==> src/design/csr_pkg.sv <==
// Register manager shared definitions
package csr_pkg;

    // ==============================
    // Address map and widths
    // ==============================

    // Byte address of the register region
    localparam logic [31:0] CSR_BASE_ADDR = 32'h100;
    // Number of 64-bit registers
    localparam int CSR_WORDS = 16;

    // Host address counts 4-byte units
    localparam int MMIO_ADDR_W = 16;
    localparam int TID_W = 9;
    localparam int CSR_DATA_W = 64;
    localparam int PT_BASE_W = 58;

    // Region bounds in 4-byte units, two units per register
    localparam logic [MMIO_ADDR_W-1:0] CSR_BASE_UNIT = MMIO_ADDR_W'(CSR_BASE_ADDR >> 2);
    localparam logic [MMIO_ADDR_W-1:0] CSR_LAST_UNIT = CSR_BASE_UNIT + MMIO_ADDR_W'(CSR_WORDS * 2);

    // Statistics accumulators
    localparam int STAT_CNT_W = 16;
    localparam int NUM_STATS = 3;
    localparam int FLUSH_PERIOD_LOG2 = 10;

    // Outstanding host reads
    localparam int REQ_QUEUE_DEPTH = 8;

    typedef logic [$clog2(CSR_WORDS)-1:0] t_csr_idx;
    typedef logic [TID_W-1:0] t_tid;
    typedef logic [CSR_DATA_W-1:0] t_csr_data;
    typedef logic [STAT_CNT_W-1:0] t_stat_cnt;

    // Word indices
    localparam t_csr_idx IDX_DFH = 4'd0;
    localparam t_csr_idx IDX_UID_L = 4'd1;
    localparam t_csr_idx IDX_UID_H = 4'd2;
    localparam t_csr_idx IDX_MODE = 4'd3;
    localparam t_csr_idx IDX_STAT_HIT = 4'd4;
    localparam t_csr_idx IDX_STAT_MISS = 4'd5;
    localparam t_csr_idx IDX_STAT_WALK = 4'd6;
    localparam t_csr_idx IDX_PT_BASE = 4'd8;

    // ==============================
    // Feature header
    // ==============================

    // Type, end of list, next offset, instance ID
    localparam t_csr_data FEATURE_DFH = {4'h2, 19'h0, 1'b1, 24'h80, 4'h0, 12'h1};
    localparam logic [127:0] FEATURE_UID = 128'h3f6d91a2_c4b8_4e07_9a15_d2e60b7c5843;

    // Decoded host request kind
    typedef enum logic [1:0] {
        OP_NONE,
        OP_READ,
        OP_WRITE
    } t_mmio_op;

    // Statistics sequencer
    typedef enum logic [1:0] {
        ST_IDLE,
        ST_REQ,
        ST_WAIT,
        ST_WRITE
    } t_stat_state;

endpackage

==> src/design/mmio_decode.sv <==
// Host request decode
`timescale 1ns/1ps

module mmio_decode
    import csr_pkg::*;
(
    input  logic                   clk,
    input  logic                   reset,
    input  logic                   mmio_valid,
    input  logic                   mmio_write,
    input  logic [MMIO_ADDR_W-1:0] mmio_addr,
    input  t_tid                   mmio_tid,
    input  t_csr_data              mmio_data,
    input  logic                   rd_start,
    output logic                   queue_valid,
    output t_csr_idx               queue_idx,
    output t_tid                   queue_tid,
    output logic                   xlate_enable,
    output logic                   xlate_inval,
    output logic [PT_BASE_W-1:0]   pt_base,
    output logic                   pt_base_valid
);

    // Stage 1 holds the raw request
    logic                   req_valid;
    logic                   req_write;
    logic [MMIO_ADDR_W-1:0] req_addr;
    t_tid                   req_tid;
    t_csr_data              req_data;

    // Stage 2 holds the classified request
    t_mmio_op               req_op;
    t_csr_idx               op_idx;
    t_tid                   op_tid;
    t_csr_data              op_data;

    logic [MMIO_ADDR_W-1:0] req_offset;
    logic                   in_range;

    // Read request queue
    t_csr_idx                         q_idx [REQ_QUEUE_DEPTH];
    t_tid                             q_tid [REQ_QUEUE_DEPTH];
    logic [$clog2(REQ_QUEUE_DEPTH)-1:0] wr_ptr;
    logic [$clog2(REQ_QUEUE_DEPTH)-1:0] rd_ptr;
    logic [$clog2(REQ_QUEUE_DEPTH):0]   q_count;
    logic                             full;
    logic                             push;
    logic                             pop;

    always_ff @(posedge clk)
    begin
        if (reset)
            req_valid <= 1'b0;
        else
            req_valid <= mmio_valid;
        req_write <= mmio_write;
        req_addr <= mmio_addr;
        req_tid <= mmio_tid;
        req_data <= mmio_data;
    end

    // Offset from the region base, still in 4-byte units
    assign req_offset = req_addr - CSR_BASE_UNIT;
    assign in_range = (req_addr >= CSR_BASE_UNIT) && (req_addr < CSR_LAST_UNIT);

    always_ff @(posedge clk)
    begin
        if (reset)
            req_op <= OP_NONE;
        else if (req_valid && in_range)
            req_op <= req_write ? OP_WRITE : OP_READ;
        else
            req_op <= OP_NONE;
        // Two 4-byte units per 64-bit word
        op_idx <= req_offset[1 +: $bits(t_csr_idx)];
        op_tid <= req_tid;
        op_data <= req_data;
    end

    // ==============================
    // Control writes
    // ==============================

    always_ff @(posedge clk)
    begin
        if (reset)
        begin
            xlate_enable <= 1'b0;
            xlate_inval <= 1'b0;
            pt_base_valid <= 1'b0;
        end
        else
        begin
            // Invalidate lasts a single cycle
            xlate_inval <= 1'b0;
            if (req_op == OP_WRITE && op_idx == IDX_MODE)
            begin
                xlate_enable <= op_data[0];
                xlate_inval <= op_data[1];
            end
            if (req_op == OP_WRITE && op_idx == IDX_PT_BASE)
                pt_base_valid <= 1'b1;
        end
    end

    always_ff @(posedge clk)
    begin
        if (req_op == OP_WRITE && op_idx == IDX_PT_BASE)
            pt_base <= op_data[PT_BASE_W-1:0];
    end

    // ==============================
    // Read queue
    // ==============================

    // Reads arriving when full are lost
    assign full = (q_count == ($clog2(REQ_QUEUE_DEPTH) + 1)'(REQ_QUEUE_DEPTH));
    assign push = (req_op == OP_READ) && !full;
    assign pop = rd_start && queue_valid;

    always_ff @(posedge clk)
    begin
        if (push)
        begin
            q_idx[wr_ptr] <= op_idx;
            q_tid[wr_ptr] <= op_tid;
        end
    end

    always_ff @(posedge clk)
    begin
        if (reset)
        begin
            wr_ptr <= '0;
            rd_ptr <= '0;
            q_count <= '0;
        end
        else
        begin
            if (push)
                wr_ptr <= wr_ptr + 1'b1;
            if (pop)
                rd_ptr <= rd_ptr + 1'b1;
            q_count <= q_count + push - pop;
        end
    end

    assign queue_valid = (q_count != '0);
    assign queue_idx = q_idx[rd_ptr];
    assign queue_tid = q_tid[rd_ptr];

endmodule

==> src/design/event_accum.sv <==
// Event accumulators and flush timer
`timescale 1ns/1ps

module event_accum
    import csr_pkg::*;
(
    input  logic      clk,
    input  logic      reset,
    input  logic      event_hit,
    input  logic      event_miss,
    input  logic      event_walk_busy,
    input  logic      flush_ready,
    output logic      flush,
    output t_stat_cnt cnt_hit,
    output t_stat_cnt cnt_miss,
    output t_stat_cnt cnt_walk
);

    // Interval timer saturates once the period has elapsed
    logic [FLUSH_PERIOD_LOG2:0] interval;
    logic [NUM_STATS-1:0]       ev_in;
    logic [NUM_STATS-1:0]       ev_q;
    t_stat_cnt                  acc [NUM_STATS];

    always_ff @(posedge clk)
    begin
        if (reset)
        begin
            interval <= '0;
            flush <= 1'b0;
        end
        else
        begin
            // Single-cycle strobe, the sequencer drops ready behind it
            flush <= interval[FLUSH_PERIOD_LOG2] && flush_ready && !flush;
            if (flush)
                interval <= '0;
            else if (!interval[FLUSH_PERIOD_LOG2])
                interval <= interval + 1'b1;
        end
    end

    // Order matches the statistics word order
    assign ev_in = {event_walk_busy, event_miss, event_hit};

    always_ff @(posedge clk)
    begin
        if (reset)
        begin
            ev_q <= '0;
            for (int s = 0; s < NUM_STATS; s++)
                acc[s] <= '0;
        end
        else
        begin
            ev_q <= ev_in;
            // Flushed counts restart from the event just registered
            for (int s = 0; s < NUM_STATS; s++)
                acc[s] <= (flush ? t_stat_cnt'(0) : acc[s]) + t_stat_cnt'(ev_q[s]);
        end
    end

    assign cnt_hit = acc[0];
    assign cnt_miss = acc[1];
    assign cnt_walk = acc[2];

endmodule

==> src/design/csr_access.sv <==
// Store port arbitration and statistics update
`timescale 1ns/1ps

module csr_access
    import csr_pkg::*;
(
    input  logic      clk,
    input  logic      reset,
    input  logic      queue_valid,
    input  t_csr_idx  queue_idx,
    input  t_tid      queue_tid,
    input  logic      busy,
    input  logic      store_ready,
    input  logic      rd_data_valid,
    input  t_csr_data rd_data,
    input  logic      flush,
    input  t_stat_cnt cnt_hit,
    input  t_stat_cnt cnt_miss,
    input  t_stat_cnt cnt_walk,
    output logic      rd_start,
    output t_tid      rd_tid,
    output logic      flush_ready,
    output logic      rd_en,
    output t_csr_idx  rd_idx,
    output logic      wr_en,
    output t_csr_idx  wr_idx,
    output t_csr_data wr_data
);

    t_stat_state                  state;
    logic [$clog2(NUM_STATS)-1:0] sel;
    t_stat_cnt                    cnt_q [NUM_STATS];
    t_csr_data                    sum_q;
    t_csr_idx                     stat_idx;
    logic                         stat_rd;
    logic                         last;
    // Marks own reads along the two-cycle store latency
    logic [1:0]                   own_pipe;
    logic                         own_valid;

    // Host reads win the port over the sequencer
    assign rd_start = queue_valid && !busy && store_ready && (state != ST_WAIT);
    assign rd_tid = queue_tid;

    assign stat_idx = IDX_STAT_HIT + t_csr_idx'(sel);
    assign stat_rd = (state == ST_REQ) && store_ready && !rd_start && (cnt_q[sel] != '0);
    assign last = (sel == ($clog2(NUM_STATS))'(NUM_STATS - 1));
    assign own_valid = rd_data_valid && own_pipe[1];

    assign rd_en = rd_start || stat_rd;
    assign rd_idx = rd_start ? queue_idx : stat_idx;
    assign wr_en = (state == ST_WRITE);
    assign wr_idx = stat_idx;
    assign wr_data = sum_q;
    assign flush_ready = (state == ST_IDLE);

    always_ff @(posedge clk)
    begin
        if (reset)
        begin
            state <= ST_IDLE;
            sel <= '0;
            own_pipe <= '0;
        end
        else
        begin
            own_pipe <= {own_pipe[0], stat_rd};
            case (state)
                ST_IDLE:
                begin
                    if (flush)
                    begin
                        state <= ST_REQ;
                        sel <= '0;
                    end
                end
                ST_REQ:
                begin
                    // Zero counts leave their word untouched
                    if (cnt_q[sel] == '0)
                    begin
                        state <= last ? ST_IDLE : ST_REQ;
                        sel <= sel + 1'b1;
                    end
                    else if (stat_rd)
                        state <= ST_WAIT;
                end
                ST_WAIT:
                begin
                    if (own_valid)
                        state <= ST_WRITE;
                end
                default:
                begin
                    // Write-back of the sum happens in this cycle
                    state <= last ? ST_IDLE : ST_REQ;
                    sel <= sel + 1'b1;
                end
            endcase
        end
    end

    always_ff @(posedge clk)
    begin
        if (state == ST_IDLE && flush)
        begin
            cnt_q[0] <= cnt_hit;
            cnt_q[1] <= cnt_miss;
            cnt_q[2] <= cnt_walk;
        end
        if (own_valid)
            sum_q <= rd_data + t_csr_data'(cnt_q[sel]);
    end

endmodule

==> src/design/csr_store.sv <==
// Register store with reset initialization
`timescale 1ns/1ps

module csr_store
    import csr_pkg::*;
(
    input  logic      clk,
    input  logic      reset,
    input  logic      rd_en,
    input  t_csr_idx  rd_idx,
    input  logic      wr_en,
    input  t_csr_idx  wr_idx,
    input  t_csr_data wr_data,
    output t_csr_data rd_data,
    output logic      rd_data_valid,
    output logic      store_ready
);

    t_csr_data mem [CSR_WORDS];
    t_csr_data ram_q;
    logic      rd_q;

    // Initialization walks every word once
    t_csr_idx  init_idx;
    logic      init_done;
    t_csr_data init_val;

    logic      wen;
    t_csr_idx  waddr;
    t_csr_data wdata;

    // ==============================
    // Initial contents
    // ==============================

    always_comb
    begin
        case (init_idx)
            IDX_DFH:   init_val = FEATURE_DFH;
            IDX_UID_L: init_val = FEATURE_UID[63:0];
            IDX_UID_H: init_val = FEATURE_UID[127:64];
            default:   init_val = '0;
        endcase
    end

    always_ff @(posedge clk)
    begin
        if (reset)
        begin
            init_idx <= '0;
            init_done <= 1'b0;
        end
        else if (!init_done)
        begin
            init_idx <= init_idx + 1'b1;
            if (init_idx == t_csr_idx'(CSR_WORDS - 1))
                init_done <= 1'b1;
        end
    end

    assign store_ready = init_done;

    // Init sequence owns the write port until done
    assign wen = (!init_done && !reset) || wr_en;
    assign waddr = init_done ? wr_idx : init_idx;
    assign wdata = init_done ? wr_data : init_val;

    // ==============================
    // RAM with output register
    // ==============================

    always_ff @(posedge clk)
    begin
        if (wen)
            mem[waddr] <= wdata;
        if (rd_en)
            ram_q <= mem[rd_idx];
        rd_data <= ram_q;
    end

    // Valid tracks the two read stages
    always_ff @(posedge clk)
    begin
        if (reset)
        begin
            rd_q <= 1'b0;
            rd_data_valid <= 1'b0;
        end
        else
        begin
            rd_q <= rd_en;
            rd_data_valid <= rd_q;
        end
    end

endmodule

==> src/design/read_response.sv <==
// Local read response and merge
`timescale 1ns/1ps

module read_response
    import csr_pkg::*;
(
    input  logic      clk,
    input  logic      reset,
    input  logic      rd_start,
    input  t_tid      rd_tid,
    input  logic      rd_data_valid,
    input  t_csr_data rd_data,
    input  logic      afu_rsp_valid,
    input  t_tid      afu_rsp_tid,
    input  t_csr_data afu_rsp_data,
    output logic      busy,
    output logic      rsp_valid,
    output t_tid      rsp_tid,
    output t_csr_data rsp_data
);

    // Host read in flight through the store, statistics pulses fall outside it
    logic [1:0] pend;
    logic       capture;
    logic       held;
    t_tid       held_tid;
    t_csr_data  held_data;
    logic       send_local;

    assign capture = rd_data_valid && pend[1];
    // Accelerator responses always go first
    assign send_local = held && !afu_rsp_valid;

    always_ff @(posedge clk)
    begin
        if (reset)
        begin
            pend <= '0;
            held <= 1'b0;
            busy <= 1'b0;
            rsp_valid <= 1'b0;
        end
        else
        begin
            pend <= {pend[0], rd_start};
            if (rd_start)
                busy <= 1'b1;
            else if (send_local)
                busy <= 1'b0;
            if (capture)
                held <= 1'b1;
            else if (send_local)
                held <= 1'b0;
            rsp_valid <= afu_rsp_valid || send_local;
        end
    end

    always_ff @(posedge clk)
    begin
        if (rd_start)
            held_tid <= rd_tid;
        if (capture)
            held_data <= rd_data;
        rsp_tid <= afu_rsp_valid ? afu_rsp_tid : held_tid;
        rsp_data <= afu_rsp_valid ? afu_rsp_data : held_data;
    end

endmodule

==> src/design/csr_manager.sv <==
// Register manager top level
`timescale 1ns/1ps

module csr_manager
    import csr_pkg::*;
(
    input  logic                   clk,
    input  logic                   reset,
    // Host requests
    input  logic                   mmio_valid,
    input  logic                   mmio_write,
    input  logic [MMIO_ADDR_W-1:0] mmio_addr,
    input  t_tid                   mmio_tid,
    input  t_csr_data              mmio_data,
    // Host responses
    output logic                   rsp_valid,
    output t_tid                   rsp_tid,
    output t_csr_data              rsp_data,
    // Accelerator responses
    input  logic                   afu_rsp_valid,
    input  t_tid                   afu_rsp_tid,
    input  t_csr_data              afu_rsp_data,
    // Translation unit events and controls
    input  logic                   event_hit,
    input  logic                   event_miss,
    input  logic                   event_walk_busy,
    output logic                   xlate_enable,
    output logic                   xlate_inval,
    output logic [PT_BASE_W-1:0]   pt_base,
    output logic                   pt_base_valid
);

    logic      queue_valid;
    t_csr_idx  queue_idx;
    t_tid      queue_tid;
    logic      rd_start;
    t_tid      rd_tid;
    logic      busy;
    logic      flush;
    logic      flush_ready;
    t_stat_cnt cnt_hit;
    t_stat_cnt cnt_miss;
    t_stat_cnt cnt_walk;
    logic      rd_en;
    t_csr_idx  rd_idx;
    logic      wr_en;
    t_csr_idx  wr_idx;
    t_csr_data wr_data;
    t_csr_data rd_data;
    logic      rd_data_valid;
    logic      store_ready;

    mmio_decode u_decode (
        .clk, .reset,
        .mmio_valid, .mmio_write, .mmio_addr, .mmio_tid, .mmio_data,
        .rd_start,
        .queue_valid, .queue_idx, .queue_tid,
        .xlate_enable, .xlate_inval, .pt_base, .pt_base_valid
    );

    event_accum u_accum (
        .clk, .reset,
        .event_hit, .event_miss, .event_walk_busy,
        .flush_ready,
        .flush, .cnt_hit, .cnt_miss, .cnt_walk
    );

    csr_access u_access (
        .clk, .reset,
        .queue_valid, .queue_idx, .queue_tid,
        .busy, .store_ready, .rd_data_valid, .rd_data,
        .flush, .cnt_hit, .cnt_miss, .cnt_walk,
        .rd_start, .rd_tid, .flush_ready,
        .rd_en, .rd_idx, .wr_en, .wr_idx, .wr_data
    );

    csr_store u_store (
        .clk, .reset,
        .rd_en, .rd_idx, .wr_en, .wr_idx, .wr_data,
        .rd_data, .rd_data_valid, .store_ready
    );

    read_response u_response (
        .clk, .reset,
        .rd_start, .rd_tid, .rd_data_valid, .rd_data,
        .afu_rsp_valid, .afu_rsp_tid, .afu_rsp_data,
        .busy, .rsp_valid, .rsp_tid, .rsp_data
    );

endmodule

==> config.mk <==
export PLATFORM = sky130hd
export DESIGN_NAME = csr_manager
export DESIGN_NICKNAME = d
export VERILOG_FILES = /design/src/design/csr_pkg.sv /design/src/design/mmio_decode.sv /design/src/design/event_accum.sv /design/src/design/csr_access.sv /design/src/design/csr_store.sv /design/src/design/read_response.sv /design/src/design/csr_manager.sv
export SDC_FILE = /design/constraint.sdc
export NUM_CORES = 2
export LEC_CHECK = 0
export ABC_AREA = 1
export CAP_MARGIN = 10
export CORE_UTILIZATION = 40
export DETAILED_ROUTE_END_ITERATION = 10
export DONT_BUFFER_PORTS = 1
export GPL_TIMING_DRIVEN = 0
export PLACE_DENSITY_LB_ADDON = 0.3
export SYNTH_ARGS = -nofsm -noshare
export SYNTH_HDL_FRONTEND = slang
export SYNTH_HIERARCHICAL = 1
export SYNTH_SLANG_ARGS = --single-unit
==> constraint.sdc <==
create_clock -name clk -period 8.01 [get_ports clk]
set_clock_uncertainty 0.05 [all_clocks]
set_input_delay 1.602 -clock clk [delete_from_list [all_inputs] [get_ports clk]]
set_output_delay 1.602 -clock clk [all_outputs]
set_load 0.1 [all_outputs]
# Yosys cells after proc, flatten, opt, wreduce, memory -nomap -nowiden
# Memories as Yosys holds them, arrays and structs flattened. A register that Yosys moved wholly into a read port is not among the register bits.
# Cells that the tools add are included.
# totals
word_cells	161
in_bits	170
ramBits	1224
regBits	527
out_inout_bits	135
mem_count	5
# mem_list
memory	depth	width	read_ports	rd_clocked_by_memory_dff	write_ports	line_no	rtl
u_store.mem	16	64	1	1	1	csr_store.sv:19	t_csr_data mem [CSR_WORDS];
u_decode.q_tid	8	9	1	1	1	mmio_decode.sv:42	t_tid q_tid [REQ_QUEUE_DEPTH];
u_access.cnt_q	3	16	1	1	3	csr_access.sv:32	t_stat_cnt cnt_q [NUM_STATS];
u_accum.acc	3	16	3	0	3	event_accum.sv:23	t_stat_cnt acc [NUM_STATS];
u_decode.q_idx	8	4	1	1	1	mmio_decode.sv:41	t_csr_idx q_idx [REQ_QUEUE_DEPTH];
# op_classes
n_eq_ne	17
mux	41
order_cmp	2
bitwise	6
reduce_logical	41
addsub	13
# op_table
operator	n
$pmux 64 s3	1
$mux 64	2
$mux 16	6
$add 64x16->64	1
$add 16x1->16	3
$logic_and 1x1->1	19
$mux 2	9
$ge 16x7->1 const B	1
$logic_not 16->1	1
$lt 16x7->1 const B	1
$reduce_bool 16->1	1
$mux 1	15
$eq 4x4->1 const B	3
$pmux 2 s3	2
$add 11x1->11 const B	1
$mux 11	1
$mux 9	1
$eq 2x2->1 const B	4
$eq 4x2->1 const B	2
$mux 4	2
$logic_not 1->1	7
$add 3x1->3 const B	2
$mux 3	2
$ne 2x2->1 const B	3
other kinds (19)	30

# Longest topological paths before layout
# logic_depth
depth_word	10
depth_mapped	21
mapped_depth_nobuf	18

# Modules after synthesis
# Netlist, hierarchy kept.
# by_module_without_submodules
mod	cells_per_inst	area_each_um2	n_inst	seq_area_each_um2
csr_store	4468	48053.6	1	34092.7
mmio_decode	757	10183.5	1	8328.0
csr_access	807	7069.3	1	3523.4
read_response	403	4735.8	1	3753.6
event_accum	504	3273.1	1	1261.2

# Least setup slack after synthesis
# No wires, ideal clock.
# synth_timing
path_type	input to register
start	input port reset
end	memory u_store/mem[0][0] (netlist bit), enable pin
cell_stages	3
t_required_ps	7473
arrival_time_ps	4714
slack_ps	2759
n_path_buf	0
setup_ps	487
cell_sequence	o21bai_1 > nand4_1 > nor2_1
# synth_between
elab_chain_len	5
# synth_lines
item	line_no	rtl
start, declared	csr_manager.sv:8	input logic reset,
$logic_not 1->1	csr_store.sv:64	assign wen = (!init_done && !reset) || wr_en;
$logic_and 1x1->1	csr_store.sv:64	
$logic_or 1x1->1	csr_store.sv:64	
$mux 1	csr_store.sv:74	if (wen)
$mux 1 (not written as such)	csr_store.sv:75	mem[waddr] <= wdata;
end, declared	csr_store.sv:19	
# Every way passes these cells.

# Worst setup path after layout
# layout_timing
start	register u_decode.q_count[2]
end	register u_store.ram_q[14], read port of u_store.mem, data pin
# layout_between
elab_cells_between_ends	9
cone_classes	mux (1); reduce/logical (8)
# layout_rtl
item	line_no	rtl
start, declared	mmio_decode.sv:45	logic [$clog2(REQ_QUEUE_DEPTH):0] q_count;
start signal, assigned	mmio_decode.sv:144	q_count <= q_count + push - pop;
$reduce_bool 4->1	mmio_decode.sv:148	assign queue_valid = (q_count != '0);
named net queue_valid	csr_manager.sv:33	logic queue_valid;
$logic_and 1x1->1 (3 in a row)	csr_access.sv:42	assign rd_start = queue_valid && !busy && store_ready && (state != ST_WAIT);
named net rd_start	csr_manager.sv:36	logic rd_start;
$mux 4	csr_access.sv:51	assign rd_idx = rd_start ? queue_idx : stat_idx;
named net rd_idx[2]	csr_manager.sv:45	t_csr_idx rd_idx;
end, declared	csr_store.sv:20	t_csr_data ram_q;
# The timed path passes the listed nets, and every way through them passes these cells.
# A chain may end at the register's enable or synchronous reset.

==> metrics <==
EDFF count, synth 1435; post-synth cell types 56; Pleak 34.78 nW; HP Class register to register; met3 wire length 17030 um; TritonCTS clock tree done; Period minus WS final 4434 ps; Initial Utilization 40.43%; nature of the critical path endpoint register; worst slew pin tran 1340 ps; Die H 430.1 um; Via Count 49020; Top FF cell, synth edfxtp_1; PwrDens 293.9 nW/um2; GP Congestion 0.9594; die area 185000 um2; Met1 Wirelength 87180 um; Multi-input gate area 16770 um2; max frequency 225.5 MHz; Worst-path clk slew 70 ps; outcome complete, no violations; DRT iter0 DRCs 5422; vias in the first global route 46040; max-cap violations 0; metal2 WL 100100 um; post-synthesis sequential area ratio 69.51%; Area Growth Syn to Fin 14.57%; Max Fanout on Critical Path 10; top layer in use met5; FF+latch count, synth 1828; Slew HR 10.69%; GRT Total Usage 22.75%; # hold bufs at CTS 0; async set-reset flop share out of synthesis 0%; WL per Instance 21.97 um; fill count 16260; Yosys top cell by area edfxtp_1; Mapped Cells 6939; worst endpoint required time 8540 ps; postcts setup bufs 0; initial antenna violation count 6; Yosys warnings 6; CTS H-tree depth 4; CTS Buffer Depth 3; Yosys top cell area share 58.78%; vias per inst 5.040; period utilisation layout 55.36%; core area 181300 um2; DP Wirelength 145600 um; Register Area 50960 um2; crit path launch type register; Fin. Hold Viols 0; placed cell areas 77340 um2; Post-Route WL 213600 um; final setup fails 0; CP Class register to register; Sink Count 1828; Crit path arrival time 4960 ps; total chip power 24.69 mW; Pre-antenna DRT Iters 6; Synth Cell Area 73320 um2; Inserted Clock Buffers 187; Ports 305; post-synthesis area per instance 10.57 um2; ranking of synthesized cells by area edfxtp_1, nand2_1, dfxtp_1; DR DRC count 0; Antenna Nets Post-Route 0; Die W 430.1 um; port buffer count 0; Syn Nets 7147; maximum VDD drop 0.1693 mV; RSZ-0062 raised after global routing no; clk root buf clkbuf_16; Nets 7384; final instance area 84000 um2; layout cells sized above 1 9.315%; final max-slew violation count 0; r2r setup slk 3580 ps; worst skew pair latency 850 ps; GRT overflow 0; row count 156; CTS resizes 0; pin count of the biggest net entering global routing 66; first-pass GRT wire length 307900 um
==> placed cells by master (no fill, tap or decap), drive strengths merged, types with 2 or more instances in the layout <==
cell type / n
nand2: 2296
edfxtp: 1435
inv: 1053
nand3: 870
dfxtp: 393
buf: 305
clkbuf: 287
nor2: 253
a21oi: 66
clkinv: 64
o21ai: 60
nand4: 57
xor2: 41
ha: 36
nor3: 24
bufinv: 22
or2: 21
diode: 13
nor4: 13
xnor2: 10
nand3b: 7
o21bai: 6
clkinvlp: 4
o211ai: 4
o21a: 2
fa: 2
conb: 2
nor3b: 2
a21boi: 2
==> final cells by class <==
cell class / count / area share, %
Sequential cell: 1828 / 60.67
Multi-Input combinational cell: 3780 / 19.97
Clock buffer: 258 / 6.331
Inverter: 1045 / 4.695
Tap cell: 2370 / 3.530
Buffer: 286 / 2.154
Clock inverter: 98 / 1.536
Timing Repair Buffer: 48 / 1.077
Antenna cell: 13 / 0.03873
==> power by group <==
| part | leakage, nW | switching, mW | total [mW] | internal (mW) |
|---|---|---|---|---|
| combinational | 14.9 | 3.47 | 4.72 | 1.25 |
| clock | 3.23 | 3.81 | 9.21 | 5.40 |
| sequential | 16.6 | 0.223 | 10.8 | 10.5 |
| total | 34.8 | 7.50 | 24.7 | 17.2 |
==> flip-flops by register name (all words and copies together), names as in the netlist, 32 cells and up, named ones only <==
name                  cells
u_decode/pt_base         58
u_response/rsp_data      64
u_store/ram_q            64
u_decode/req_data        58
u_store/rd_data          64
u_access/cnt_q           48
u_accum/acc              48
u_access/wr_data         64
u_decode/q_tid           72
u_response/held_data     64
u_store/mem            1024
u_decode/q_idx           32
u_decode/op_data         58
==> critical path, stage by stage (launching register included) <==
cell and delay, ps:
dfxtp_1 300, inv_1 60, ha_1 190, nand2_1 170, inv_1 140, nor4_4 510
inv_1 290, or2_2 410, inv_1 90, buf_2 420, buf_1 940, nand3_1 270
nand3_1 220, nand2_1 100
==> through the flow <==
step / cells / setup TNS [ps] / setup WS (ps) / hold WS [ps] / utilization, %
final: 9726 / 0 / 3576 / 257.4 / 46.32
after floorplan: 6939 / 0 / 2759 / 259.6 / -
after detailed placement: 9355 / 0 / 3566 / 262.1 / 42.65
after CTS: 9711 / 0 / 3545 / 254.3 / 46.30
after global routing: 9724 / 0 / 3466 / 271.2 / 46.32
after global placement: 9309 / -508500 / -817.5 / 259.6 / 42.07
==> cells by family after synthesis <==
group | share of synthesized area [%]
fa+ha+maj | 0.6690
xor+xnor | 0.6092
simple gates | 20.24
flops | 69.51
compound gates | 1.131
buf+inv | 7.837
other cells | 0.01024
==> path summary, 6_finish.rpt <==
check | start | to | depth (start not counted)
min | u_decode/req_data[53] | u_decode/op_data[53] | 0
min reg2reg | u_decode/req_data[53] | u_decode/op_data[53] | 0
max | u_decode/q_count[2] | u_store/ram_q[14] | 13
max reg2reg | u_decode/q_count[2] | u_store/ram_q[14] | 13
==> Yosys cell counts, drive strengths merged (2+ instances only) <==
master and n:
ha 36, o211ai 4, nand2 2296, o21bai 6, conb 2, inv 1042, edfxtp 1435, a21boi 2
nand4 57, nand3 870, nor3b 2, nor2 253, a21oi 66, o21a 2, clkbuf 29, nand3b 7
or2 21, fa 2, buf 257, xnor2 10, o21ai 60, xor2 41, nor3 24, clkinv 3
nor4 13, dfxtp 393
==> layer usage <==
layer	vias to the layer above	track usage [%]
li1	22940	-
met1	23580	29.98
met2	2116	37.06
met3	375	3.779
met4	2	9.783
met5	-	0
Note: power is estimated with default switching activity, not from simulation.
